$ cat src/logic/gs_div_pkg.sv
package gs_div_pkg;

   //////////////////////////////
   // schedule steps
   //////////////////////////////

   typedef enum logic [3:0]
   {
      PH_IDLE       = 4'd0,
      PH_LAUNCH     = 4'd1,
      PH_SETUP      = 4'd2,
      PH_ITER_SCALE = 4'd3,  // first half of a pair
      PH_ITER_RECIP = 4'd4,  // second half of a pair
      PH_DRAIN      = 4'd5,
      PH_QUOTIENT   = 4'd6,
      PH_REM_SELECT = 4'd7,
      PH_REM_LOAD   = 4'd8,
      PH_SETTLE     = 4'd9,
      PH_DONE       = 4'd10,
      PH_TAIL       = 4'd11
   } phase_t;

   //////////////////////////////
   // operand mux selects
   //////////////////////////////

   typedef logic [1:0] sel_t;

   // operand a mux
   localparam sel_t SEL_A_ITER   = 2'd0;
   localparam sel_t SEL_A_SETUP  = 2'd1;
   localparam sel_t SEL_A_LAUNCH = 2'd2;
   localparam sel_t SEL_A_RECIP  = 2'd3;

   // operand b mux
   localparam sel_t SEL_B_LAUNCH = 2'd0;
   localparam sel_t SEL_B_SETUP  = 2'd1;
   localparam sel_t SEL_B_ITER   = 2'd2;
   localparam sel_t SEL_B_RECIP  = 2'd3;

   //////////////////////////////
   // iteration pair counts
   //////////////////////////////

   localparam int ITER_DOUBLE_DEFAULT = 3;  // 53-bit significand
   localparam int ITER_SINGLE_DEFAULT = 2;  // 24-bit significand

endpackage

$ cat src/logic/gs_phase_sequencer.sv
module gs_phase_sequencer #(
   parameter int ITER_DOUBLE = gs_div_pkg::ITER_DOUBLE_DEFAULT,
   parameter int ITER_SINGLE = gs_div_pkg::ITER_SINGLE_DEFAULT
)(
   input  logic              clk,
   input  logic              reset,
   input  logic              start,
   input  logic              precision,
   output gs_div_pkg::phase_t step
);

   localparam int ITER_MAX = (ITER_DOUBLE > ITER_SINGLE) ? ITER_DOUBLE : ITER_SINGLE;
   localparam int CNT_W    = (ITER_MAX > 1) ? $clog2(ITER_MAX) : 1;

   gs_div_pkg::phase_t phase;       // registered step
   gs_div_pkg::phase_t next_phase;
   logic               prec_single; // precision seen at launch
   logic [CNT_W-1:0]   pair_cnt;    // completed pairs
   logic [CNT_W-1:0]   last_idx;
   logic               pair_last;

   //////////////////////////////
   // current step
   //////////////////////////////

   // launch happens in the accept cycle itself
   always_comb
   begin
      if (phase == gs_div_pkg::PH_IDLE && start)
         step = gs_div_pkg::PH_LAUNCH;
      else
         step = phase;
   end

   assign last_idx  = prec_single ? CNT_W'(ITER_SINGLE - 1) : CNT_W'(ITER_DOUBLE - 1);
   assign pair_last = (pair_cnt == last_idx);

   //////////////////////////////
   // next step
   //////////////////////////////

   always_comb
   begin
      case (step)
         gs_div_pkg::PH_LAUNCH:     next_phase = gs_div_pkg::PH_SETUP;
         gs_div_pkg::PH_SETUP:      next_phase = gs_div_pkg::PH_ITER_SCALE;
         gs_div_pkg::PH_ITER_SCALE: next_phase = gs_div_pkg::PH_ITER_RECIP;
         gs_div_pkg::PH_ITER_RECIP:
         begin
            if (pair_last)
               next_phase = gs_div_pkg::PH_DRAIN;
            else
               next_phase = gs_div_pkg::PH_ITER_SCALE;  // another pair
         end
         gs_div_pkg::PH_DRAIN:      next_phase = gs_div_pkg::PH_QUOTIENT;
         gs_div_pkg::PH_QUOTIENT:   next_phase = gs_div_pkg::PH_REM_SELECT;
         gs_div_pkg::PH_REM_SELECT: next_phase = gs_div_pkg::PH_REM_LOAD;
         gs_div_pkg::PH_REM_LOAD:   next_phase = gs_div_pkg::PH_SETTLE;
         gs_div_pkg::PH_SETTLE:     next_phase = gs_div_pkg::PH_DONE;
         gs_div_pkg::PH_DONE:       next_phase = gs_div_pkg::PH_TAIL;
         default:                   next_phase = gs_div_pkg::PH_IDLE;  // idle and tail
      endcase
   end

   //////////////////////////////
   // state registers
   //////////////////////////////

   always_ff @(posedge clk)
   begin
      if (reset)
      begin
         phase       <= gs_div_pkg::PH_IDLE;
         prec_single <= 1'b0;
         pair_cnt    <= '0;
      end
      else
      begin
         phase <= next_phase;

         if (step == gs_div_pkg::PH_LAUNCH)
            prec_single <= precision;

         if (step == gs_div_pkg::PH_LAUNCH || step == gs_div_pkg::PH_SETUP)
            pair_cnt <= '0;
         else if (step == gs_div_pkg::PH_ITER_RECIP && !pair_last)
            pair_cnt <= pair_cnt + 1'b1;  // count finished pair
      end
   end

endmodule

$ cat src/logic/gs_control_decoder.sv
module gs_control_decoder (
   input  gs_div_pkg::phase_t step,
   output logic               done,
   output logic               busy,
   output logic               load_a,
   output logic               load_b,
   output logic               load_c,
   output logic               load_quot,
   output logic               load_rem,
   output logic               load_prod,
   output gs_div_pkg::sel_t   sel_a,
   output gs_div_pkg::sel_t   sel_b,
   output logic               sel_rem
);

   //////////////////////////////
   // control word per step
   //////////////////////////////

   always_comb
   begin
      done      = 1'b0;
      busy      = 1'b0;
      load_a    = 1'b0;
      load_b    = 1'b0;
      load_c    = 1'b0;
      load_quot = 1'b0;
      load_rem  = 1'b0;
      load_prod = 1'b0;
      sel_a     = gs_div_pkg::SEL_A_ITER;
      sel_b     = gs_div_pkg::SEL_B_LAUNCH;
      sel_rem   = 1'b0;

      case (step)
         gs_div_pkg::PH_LAUNCH:
         begin
            busy      = 1'b1;
            load_prod = 1'b1;
            load_a    = 1'b1;
            load_c    = 1'b1;
            sel_a     = gs_div_pkg::SEL_A_LAUNCH;
            sel_b     = gs_div_pkg::SEL_B_LAUNCH;
         end
         gs_div_pkg::PH_SETUP:
         begin
            busy      = 1'b1;
            load_prod = 1'b1;
            load_b    = 1'b1;  // first reciprocal estimate
            sel_a     = gs_div_pkg::SEL_A_SETUP;
            sel_b     = gs_div_pkg::SEL_B_SETUP;
         end
         gs_div_pkg::PH_ITER_SCALE:
         begin
            busy      = 1'b1;
            load_prod = 1'b1;
            load_a    = 1'b1;
            load_c    = 1'b1;
            sel_a     = gs_div_pkg::SEL_A_ITER;
            sel_b     = gs_div_pkg::SEL_B_ITER;
         end
         gs_div_pkg::PH_ITER_RECIP:
         begin
            busy      = 1'b1;
            load_prod = 1'b1;
            load_b    = 1'b1;  // two minus product
            sel_a     = gs_div_pkg::SEL_A_RECIP;
            sel_b     = gs_div_pkg::SEL_B_RECIP;
         end
         gs_div_pkg::PH_QUOTIENT:
         begin
            busy      = 1'b1;
            load_prod = 1'b1;
            load_quot = 1'b1;
         end
         gs_div_pkg::PH_REM_SELECT:
         begin
            busy      = 1'b1;
            load_prod = 1'b1;
            sel_rem   = 1'b1;
         end
         gs_div_pkg::PH_REM_LOAD:
         begin
            busy      = 1'b1;
            load_prod = 1'b1;
            sel_rem   = 1'b1;
            load_rem  = 1'b1;
         end
         gs_div_pkg::PH_DRAIN,
         gs_div_pkg::PH_SETTLE:
         begin
            busy      = 1'b1;  // pipeline catch-up
            load_prod = 1'b1;
         end
         gs_div_pkg::PH_DONE:
         begin
            load_prod = 1'b1;
            done      = 1'b1;
         end
         default: ;  // idle and tail stay quiet
      endcase
   end

endmodule

$ cat src/logic/gs_div_control.sv
module gs_div_control #(
   parameter int ITER_DOUBLE = gs_div_pkg::ITER_DOUBLE_DEFAULT,
   parameter int ITER_SINGLE = gs_div_pkg::ITER_SINGLE_DEFAULT
)(
   input  logic             clk,
   input  logic             reset,
   input  logic             start,
   input  logic             precision,  // 1 for single
   output logic             done,
   output logic             busy,
   output logic             load_a,
   output logic             load_b,
   output logic             load_c,
   output logic             load_quot,
   output logic             load_rem,
   output logic             load_prod,
   output gs_div_pkg::sel_t sel_a,
   output gs_div_pkg::sel_t sel_b,
   output logic             sel_rem
);

   gs_div_pkg::phase_t step;  // step acted on this cycle

   gs_phase_sequencer #(
      .ITER_DOUBLE (ITER_DOUBLE),
      .ITER_SINGLE (ITER_SINGLE)
   ) sequencer0 (
      .clk       (clk),
      .reset     (reset),
      .start     (start),
      .precision (precision),
      .step      (step)
   );

   gs_control_decoder decoder0 (
      .step      (step),
      .done      (done),
      .busy      (busy),
      .load_a    (load_a),
      .load_b    (load_b),
      .load_c    (load_c),
      .load_quot (load_quot),
      .load_rem  (load_rem),
      .load_prod (load_prod),
      .sel_a     (sel_a),
      .sel_b     (sel_b),
      .sel_rem   (sel_rem)
   );

endmodule

$ cat config.mk
export PLATFORM = sky130hd
export DESIGN_NAME = gs_div_control
export DESIGN_NICKNAME = d
export VERILOG_FILES = /design/src/logic/gs_div_pkg.sv /design/src/logic/gs_phase_sequencer.sv /design/src/logic/gs_control_decoder.sv /design/src/logic/gs_div_control.sv
export SDC_FILE = /design/constraint.sdc
export NUM_CORES = 1
export LEC_CHECK = 0
export BUFFER_PORTS_ARGS = -buffer_cell sky130_fd_sc_hd__clkbuf_2
export CORE_AREA = 2 2 39 41
export CTS_BUF_LIST = sky130_fd_sc_hd__clkbuf_4
export DETAILED_ROUTE_END_ITERATION = 8
export DIE_AREA = 0 0 41 43
export GPL_ROUTABILITY_DRIVEN = 0
export PLACE_DENSITY = 0.67
export RECOVER_POWER = 25
export SYNTH_ARGS = -nofsm -noshare
export SYNTH_HDL_FRONTEND = slang
export SYNTH_SLANG_ARGS = --single-unit
export TNS_END_PERCENT = 5
$ cat constraint.sdc
create_clock -name clk -period 1.75 [get_ports clk]
set_clock_uncertainty 0.15 [all_clocks]
set_input_delay 0.2625 -clock clk [delete_from_list [all_inputs] [get_ports clk]]
set_output_delay 0.2625 -clock clk [all_outputs]
set_load 0.01 [all_outputs]
==> results of run 1 <==
==> worst max-delay path: cells and delay by family (launching register included) <==
family / cells / cell delay (ns)
buffers and inverters: 1 / 0.15
and+or+nand+nor: 2 / 0.44
AOI/OAI and AO/OA: 1 / 0.14
DFF: 1 / 0.37
==> cells in the final DEF, fill, tap and decap left out, drive strengths merged <==
cell,n
a2111oi,1
or3b,1
o211ai,2
and4,1
buf,13
o21a,1
inv,3
nand3,3
o21bai,2
or3,2
clkbuf,15
o21ai,1
nand3b,2
a221o,1
nand2b,5
a21oi,8
nor3,8
nor2,5
and2,1
a21bo,1
xnor2,1
o41ai,1
nor4b,1
dfxtp,7
a311oi,1
or2,2
nand2,1
==> final cells by class <==
| type | instances | area, um2 |
|---|---|---|
| timing repair buffer | 24 | 151.4 |
| multi-input combinational | 52 | 362.8 |
| sequential | 7 | 152.6 |
| fill | 134 | 653.1 |
| inverter | 3 | 13.76 |
| tap | 16 | 20.02 |
| clock buffer | 4 | 30.03 |
==> cells in the mapped netlist <==
cell / count / area, um2
o41ai_1: 1 / 8.760
o21a_1: 1 / 7.510
or2_2: 2 / 12.51
buf_4: 5 / 37.54
or3b_1: 1 / 8.760
nand2b_1: 5 / 31.28
a221o_1: 1 / 10.01
and4_1: 1 / 8.760
o21ai_0: 1 / 5.000
nor3_1: 8 / 40.04
a311oi_1: 1 / 8.760
inv_1: 2 / 7.510
buf_2: 1 / 5.000
nor2_1: 5 / 18.77
buf_6: 1 / 11.26
a21bo_2: 1 / 10.01
a2111oi_0: 1 / 8.760
xnor2_1: 1 / 8.760
nand3_1: 3 / 15.01
inv_2: 1 / 3.750
nand2_1: 1 / 3.750
nand3b_1: 2 / 15.01
a21oi_1: 8 / 40.04
or3_1: 2 / 12.51
dfxtp_1: 7 / 140.1
nor4b_4: 1 / 23.77
and2_1: 1 / 6.260
o211ai_1: 2 / 15.01
o21bai_1: 2 / 15.01
==> power by group through the flow <==
stage / Clock (W) / Combinational (W) / Sequential, W
after floorplan: 0 / 0.0000937 / 0.000178
after global placement: 0 / 0.000115 / 0.000182
after detailed placement: 0 / 0.000118 / 0.000182
after CTS: 0.000166 / 0.000131 / 0.000179
after global routing: 0.000181 / 0.000152 / 0.000179
final: 0.000159 / 0.000135 / 0.000178
==> routing by layer <==
| layer | track usage [%] | share of wire [%] | vias up |
|---|---|---|---|
| met4 | 8.000 | 0.90 | 0 |
| met5 | 0 | 0 | - |
| li1 | - | - | 295 |
| met2 | 26.25 | 54 | 13 |
| met3 | 3.141 | 3.9 | 2 |
| met1 | 17.21 | 41 | 280 |
==> registers in the layout, summed over array words and instances (netlist names) <==
register	flops
sequencer0.prec_single	1
sequencer0.pair_cnt	2
sequencer0.phase	4
==> logic make-up after synthesis <==
group           after synthesis  share of synthesized area [%]
simple gates                 32                          36.43
buf+inv                      10                          12.06
flops                         7                          25.99
compound gates               19                          23.90
xor+xnor                      1                          1.624
==> metrics by stage <==
stage | util (%) | TNS, ns | setup slack, ns | cells | power [W]
6_report | 52.80 | -0.01166 | -0.007493 | 106 | 0.0004726
5_1_grt | 52.80 | -0.2752 | -0.07844 | 106 | 0.0005121
4_1_cts | 51.18 | -0.1242 | -0.02783 | 106 | 0.0004764
3_5_place_dp | 45.03 | 0 | 0.1150 | 99 | 0.0002999
3_3_place_gp | 45.03 | 0 | 0.1543 | 99 | 0.0002967
2_1_floorplan | - | 0 | 0.1060 | 69 | 0.0002715
==> worst max path at each step <==
stage                        startpoint         to  slack [ns]  cells past startpoint
CTS                 sequencer0.phase[1]   sel_b[1]       -0.03                      4
global route        sequencer0.phase[1]       busy       -0.08                      4
finish              sequencer0.phase[1]  load_prod      -0.007                      4
floorplan           sequencer0.phase[2]   sel_a[0]        0.11                      4
detailed placement  sequencer0.phase[2]   sel_b[1]        0.12                      4
global placement    sequencer0.phase[2]  load_prod        0.15                      4
==> what timing repair did <==
action,in CTS,in global routing
gates resized for setup,12,10
endpoints found under the setup margin,8,8
pin swaps,3,1
buffers inserted,3,0
cloned,0,0
==> results.sh, run 1 <==
export IMPL_status="complete, but fails checks"
export IMPL_violations="negative setup slack"
export IMPL_ctsHtreeMaxLevel=1
export IMPL_ir_drop_v=0.0003864
export IMPL_max_stage_delay_ns=0.37
export IMPL_hold_buffers=0
export IMPL_postSynthAreaPerCell_um2=7.815
export IMPL_rr_endpoint="sequencer0.pair_cnt[0]"
export IMPL_die_height_um=43
export IMPL_hpwl_um=912.9
export IMPL_ctsRootBufferMaster="clkbuf_4"
export IMPL_cts_buffer_depth=2
export IMPL_drtIter0Drc=1
export IMPL_clock_power_share_pct=33.6
export IMPL_p_sw_share_pct=30.03
export IMPL_maxCapViolations=0
export IMPL_place_area_um2=623.1
export IMPL_leakage_nw=0.3053
export IMPL_finalCritPeriodShare_pct=100.4
export IMPL_synth_area_um2=539.3
export IMPL_hold_violations=0
export IMPL_worst_setup_path_end_kind="output pin"
export IMPL_required_ns=1.34
export IMPL_pwr_share_comb_pct=28.6
export IMPL_totalWireLength_um=1223
export IMPL_setup_slack_ns=-0.007493
export IMPL_cts_sinks=7
export IMPL_drive_gt1_share_pct=46.67
export IMPL_internal_power_w=0.0003307
export IMPL_clkSlewWorstSetupHoldPaths_ns=0.05
export IMPL_port_buffers=16
export IMPL_clock_fmax_mhz=569.0
export IMPL_via_per_inst=5.566
export IMPL_antenna_found_initial=0
export IMPL_die_w_um=41
export IMPL_dr_pass1_iters=4
export IMPL_grt_pass1_vias=498
export IMPL_syn2layout_area_growth_pct=35.50
export IMPL_core_rowCount=14
export IMPL_netlist_instances=69
export IMPL_setup_worst_path_class="register to output pin"
export IMPL_clk_insertion_delay_late_ns=0.25
export IMPL_start_kind="register"
export IMPL_tightest_slew_ns=0.4781
export IMPL_min_path_cells=2
export IMPL_synth_nets=73
export IMPL_reg2reg_from="sequencer0.phase[0]"
export IMPL_finalCriticalPeriod_ns=1.757
export IMPL_nets=95
export IMPL_p_per_area_nw_per_um2=646.8
export IMPL_path_cells="and2_4 > or2_2 > a21oi_1 > clkbuf_2"
export IMPL_yosys_warnings=0
export IMPL_ys_types=29
export IMPL_wire_per_inst_um=11.54
export IMPL_core_um2=1384
export IMPL_p_sw_w=0.0001419
export IMPL_vias=590
export IMPL_rsz0062_at_grt="yes"
export IMPL_relSlewSlack_pct=67.71
export IMPL_setup_violations=2
export IMPL_grt_max_degree=11
export IMPL_dieArea_um2=1763
export IMPL_final_antenna_net_count=0
export IMPL_min_delay_start="reset"
export IMPL_cp_slowest_cell="dfxtp_4"
export IMPL_cp_max_fo=8
export IMPL_gr_total_overflow=0
export IMPL_sequentialPowerShare_pct=37.7
export IMPL_reg2reg_depth=6
export IMPL_start_util_pct=38.97
export IMPL_antennaDiodeCount=0
export IMPL_min_to="sequencer0.phase[1]"
export IMPL_grt_usage_pct=15.61
export IMPL_pin_count=17
export IMPL_fin_area_um2=730.7
export IMPL_cts_made_buffers=3
export IMPL_drc_errors=0
export IMPL_rrSetupSlack_ns=0.18
export IMPL_hold_path_class="input port to register"
export IMPL_crit_arrival_ns=1.34
export IMPL_ys_seq_area_share_pct=25.99
export IMPL_cts_tree="yes"
export IMPL_whs_ns=0.09625
export IMPL_grt_pass1_wl_um=1945
export IMPL_yosys_register_bits=7
export IMPL_drv_slew=0
No activity file was read; power rests on OpenSTA's default activity.
==> run 2: changes to the inputs <==
MAX_ROUTING_LAYER = met4   (was unset)
SETUP_SLACK_MARGIN = 0.15   (was unset)
==> results.sh, run 2 (synthesized netlist as in run 1, its figures left out) <==
export IMPL_status="complete, but fails checks"
export IMPL_violations="negative setup slack"
export IMPL_cp_max_fo=6
export IMPL_gr_total_overflow=0
export IMPL_pin_count=17
export IMPL_die_height_um=43
export IMPL_grt_usage_pct=19.69
export IMPL_clkSlewWorstSetupHoldPaths_ns=0.05
export IMPL_crit_arrival_ns=1.35
export IMPL_hold_buffers=0
export IMPL_start_kind="register"
export IMPL_cts_buffer_depth=2
export IMPL_leakage_nw=0.3565
export IMPL_grt_max_degree=10
export IMPL_grt_pass1_vias=584
export IMPL_via_per_inst=5.289
export IMPL_clk_insertion_delay_late_ns=0.25
export IMPL_hold_violations=0
export IMPL_drive_gt1_share_pct=58.16
export IMPL_regMostFlops="sequencer0.phase"
export IMPL_port_buffers=16
export IMPL_core_rowCount=14
export IMPL_hpwl_um=854
export IMPL_tns_ns=-0.01035
export IMPL_core_um2=1384
export IMPL_totalWireLength_um=1487
export IMPL_relSlewSlack_pct=69.01
export IMPL_tightest_slew_ns=0.4588
export IMPL_maxCapViolations=0
export IMPL_hold_path_class="input port to register"
export IMPL_rsz0062_at_grt="yes"
export IMPL_cts_made_buffers=3
export IMPL_die_w_um=41
export IMPL_grt_pass1_wl_um=2352
export IMPL_fill_cells=127
export IMPL_syn2layout_area_growth_pct=58.47
export IMPL_setup_slack_ns=-0.008713
export IMPL_drtIter0Drc=0
export IMPL_whs_ns=0.1062
export IMPL_drc_errors=0
export IMPL_nets=103
export IMPL_setup_violations=2
export IMPL_ir_drop_v=0.0003903
export IMPL_largest_reg_flops=4
export IMPL_rrSetupSlack_ns=0.20
export IMPL_antennaDiodeCount=0
export IMPL_cts_sinks=7
export IMPL_ctsRootBufferMaster="clkbuf_4"
export IMPL_drv_slew=0
export IMPL_start_util_pct=38.97
export IMPL_wire_per_inst_um=13.04
export IMPL_cts_tree="yes"
export IMPL_antenna_found_initial=0
export IMPL_reg_top3="sequencer0.phase x4, sequencer0.pair_cnt x2, sequencer0.prec_single x1"
export IMPL_clock_fmax_mhz=568.6
export IMPL_setup_worst_path_class="register to output pin"
export IMPL_dr_pass1_iters=1
export IMPL_mostFrequentLayoutCells="buf_2 (9), buf_4 (9), clkbuf_2 (7)"
export IMPL_finalCritPeriodShare_pct=100.5
export IMPL_final_antenna_net_count=0
export IMPL_finalCoreUtilization_pct=61.75
export IMPL_vias=603
export IMPL_dieArea_um2=1763
export IMPL_finalCriticalPeriod_ns=1.759
export IMPL_required_ns=1.34
export IMPL_worst_setup_path_end_kind="output pin"
export IMPL_ctsHtreeMaxLevel=1
export IMPL_p_per_area_nw_per_um2=593.9
## run 2: worst paths after layout
path,start,endpoint,depth (start not counted)
setup / recovery,sequencer0.phase[1],busy,4
hold reg to reg,sequencer0.prec_single,sequencer0.prec_single,2
hold / removal,reset,sequencer0.phase[1],2
setup reg to reg,sequencer0.phase[1],sequencer0.pair_cnt[0],6
## run 2: critical path, cell delays in order, from the launching register on
cell,delay [ns]
dfxtp_4,0.37
or3_4,0.40
nor3_4,0.15
nor2_1,0.06
clkbuf_2,0.12
## run 2: power by group
group / switching (W) / total, W / internal, W
combinational: 0.0000831 / 0.000168 / 0.0000846
clock: 0.0000584 / 0.000161 / 0.000102
sequential: 0.0000132 / 0.000179 / 0.000166
## run 2: layout make-up
cell class | instances | area, um2 | area share (%)
clock buffers | 4 | 30.03 | 3.514
flip-flops and latches | 7 | 152.6 | 17.86
multi-input cells | 52 | 412.9 | 48.32
inverters | 3 | 13.76 | 1.611
well taps | 16 | 20.02 | 2.343
repair buffers | 32 | 225.2 | 26.35
## run 2: layer usage
layer	vias to the layer above	track usage (%)	wire [um]
li1	307	-	-
met1	282	20.39	579
met2	12	32.50	848
met3	2	2.094	50
met4	0	13.33	8
met5	-	-	0
## run 2: what timing repair did
action                                 in CTS  in global routing
buffers inserted                            7                  3
setup endpoints to repair                  13                 14
resized for setup                          19                 21
endpoints found under the hold margin       0                  0
pin swaps                                   5                  7
## run 2: metrics by stage
stage          setup slack [ns]  instances  instance area, um2  total power [W]
3_3_place_gp            0.09317        100               635.6        0.0002986
3_5_place_dp            0.07064        100               635.6        0.0002994
4_1_cts                -0.01363        111               783.3        0.0004947
5_1_grt                -0.07759        114               854.6        0.0005471
2_1_floorplan            0.1851         69               544.3        0.0002729
6_report              -0.008713        114               854.6        0.0005075
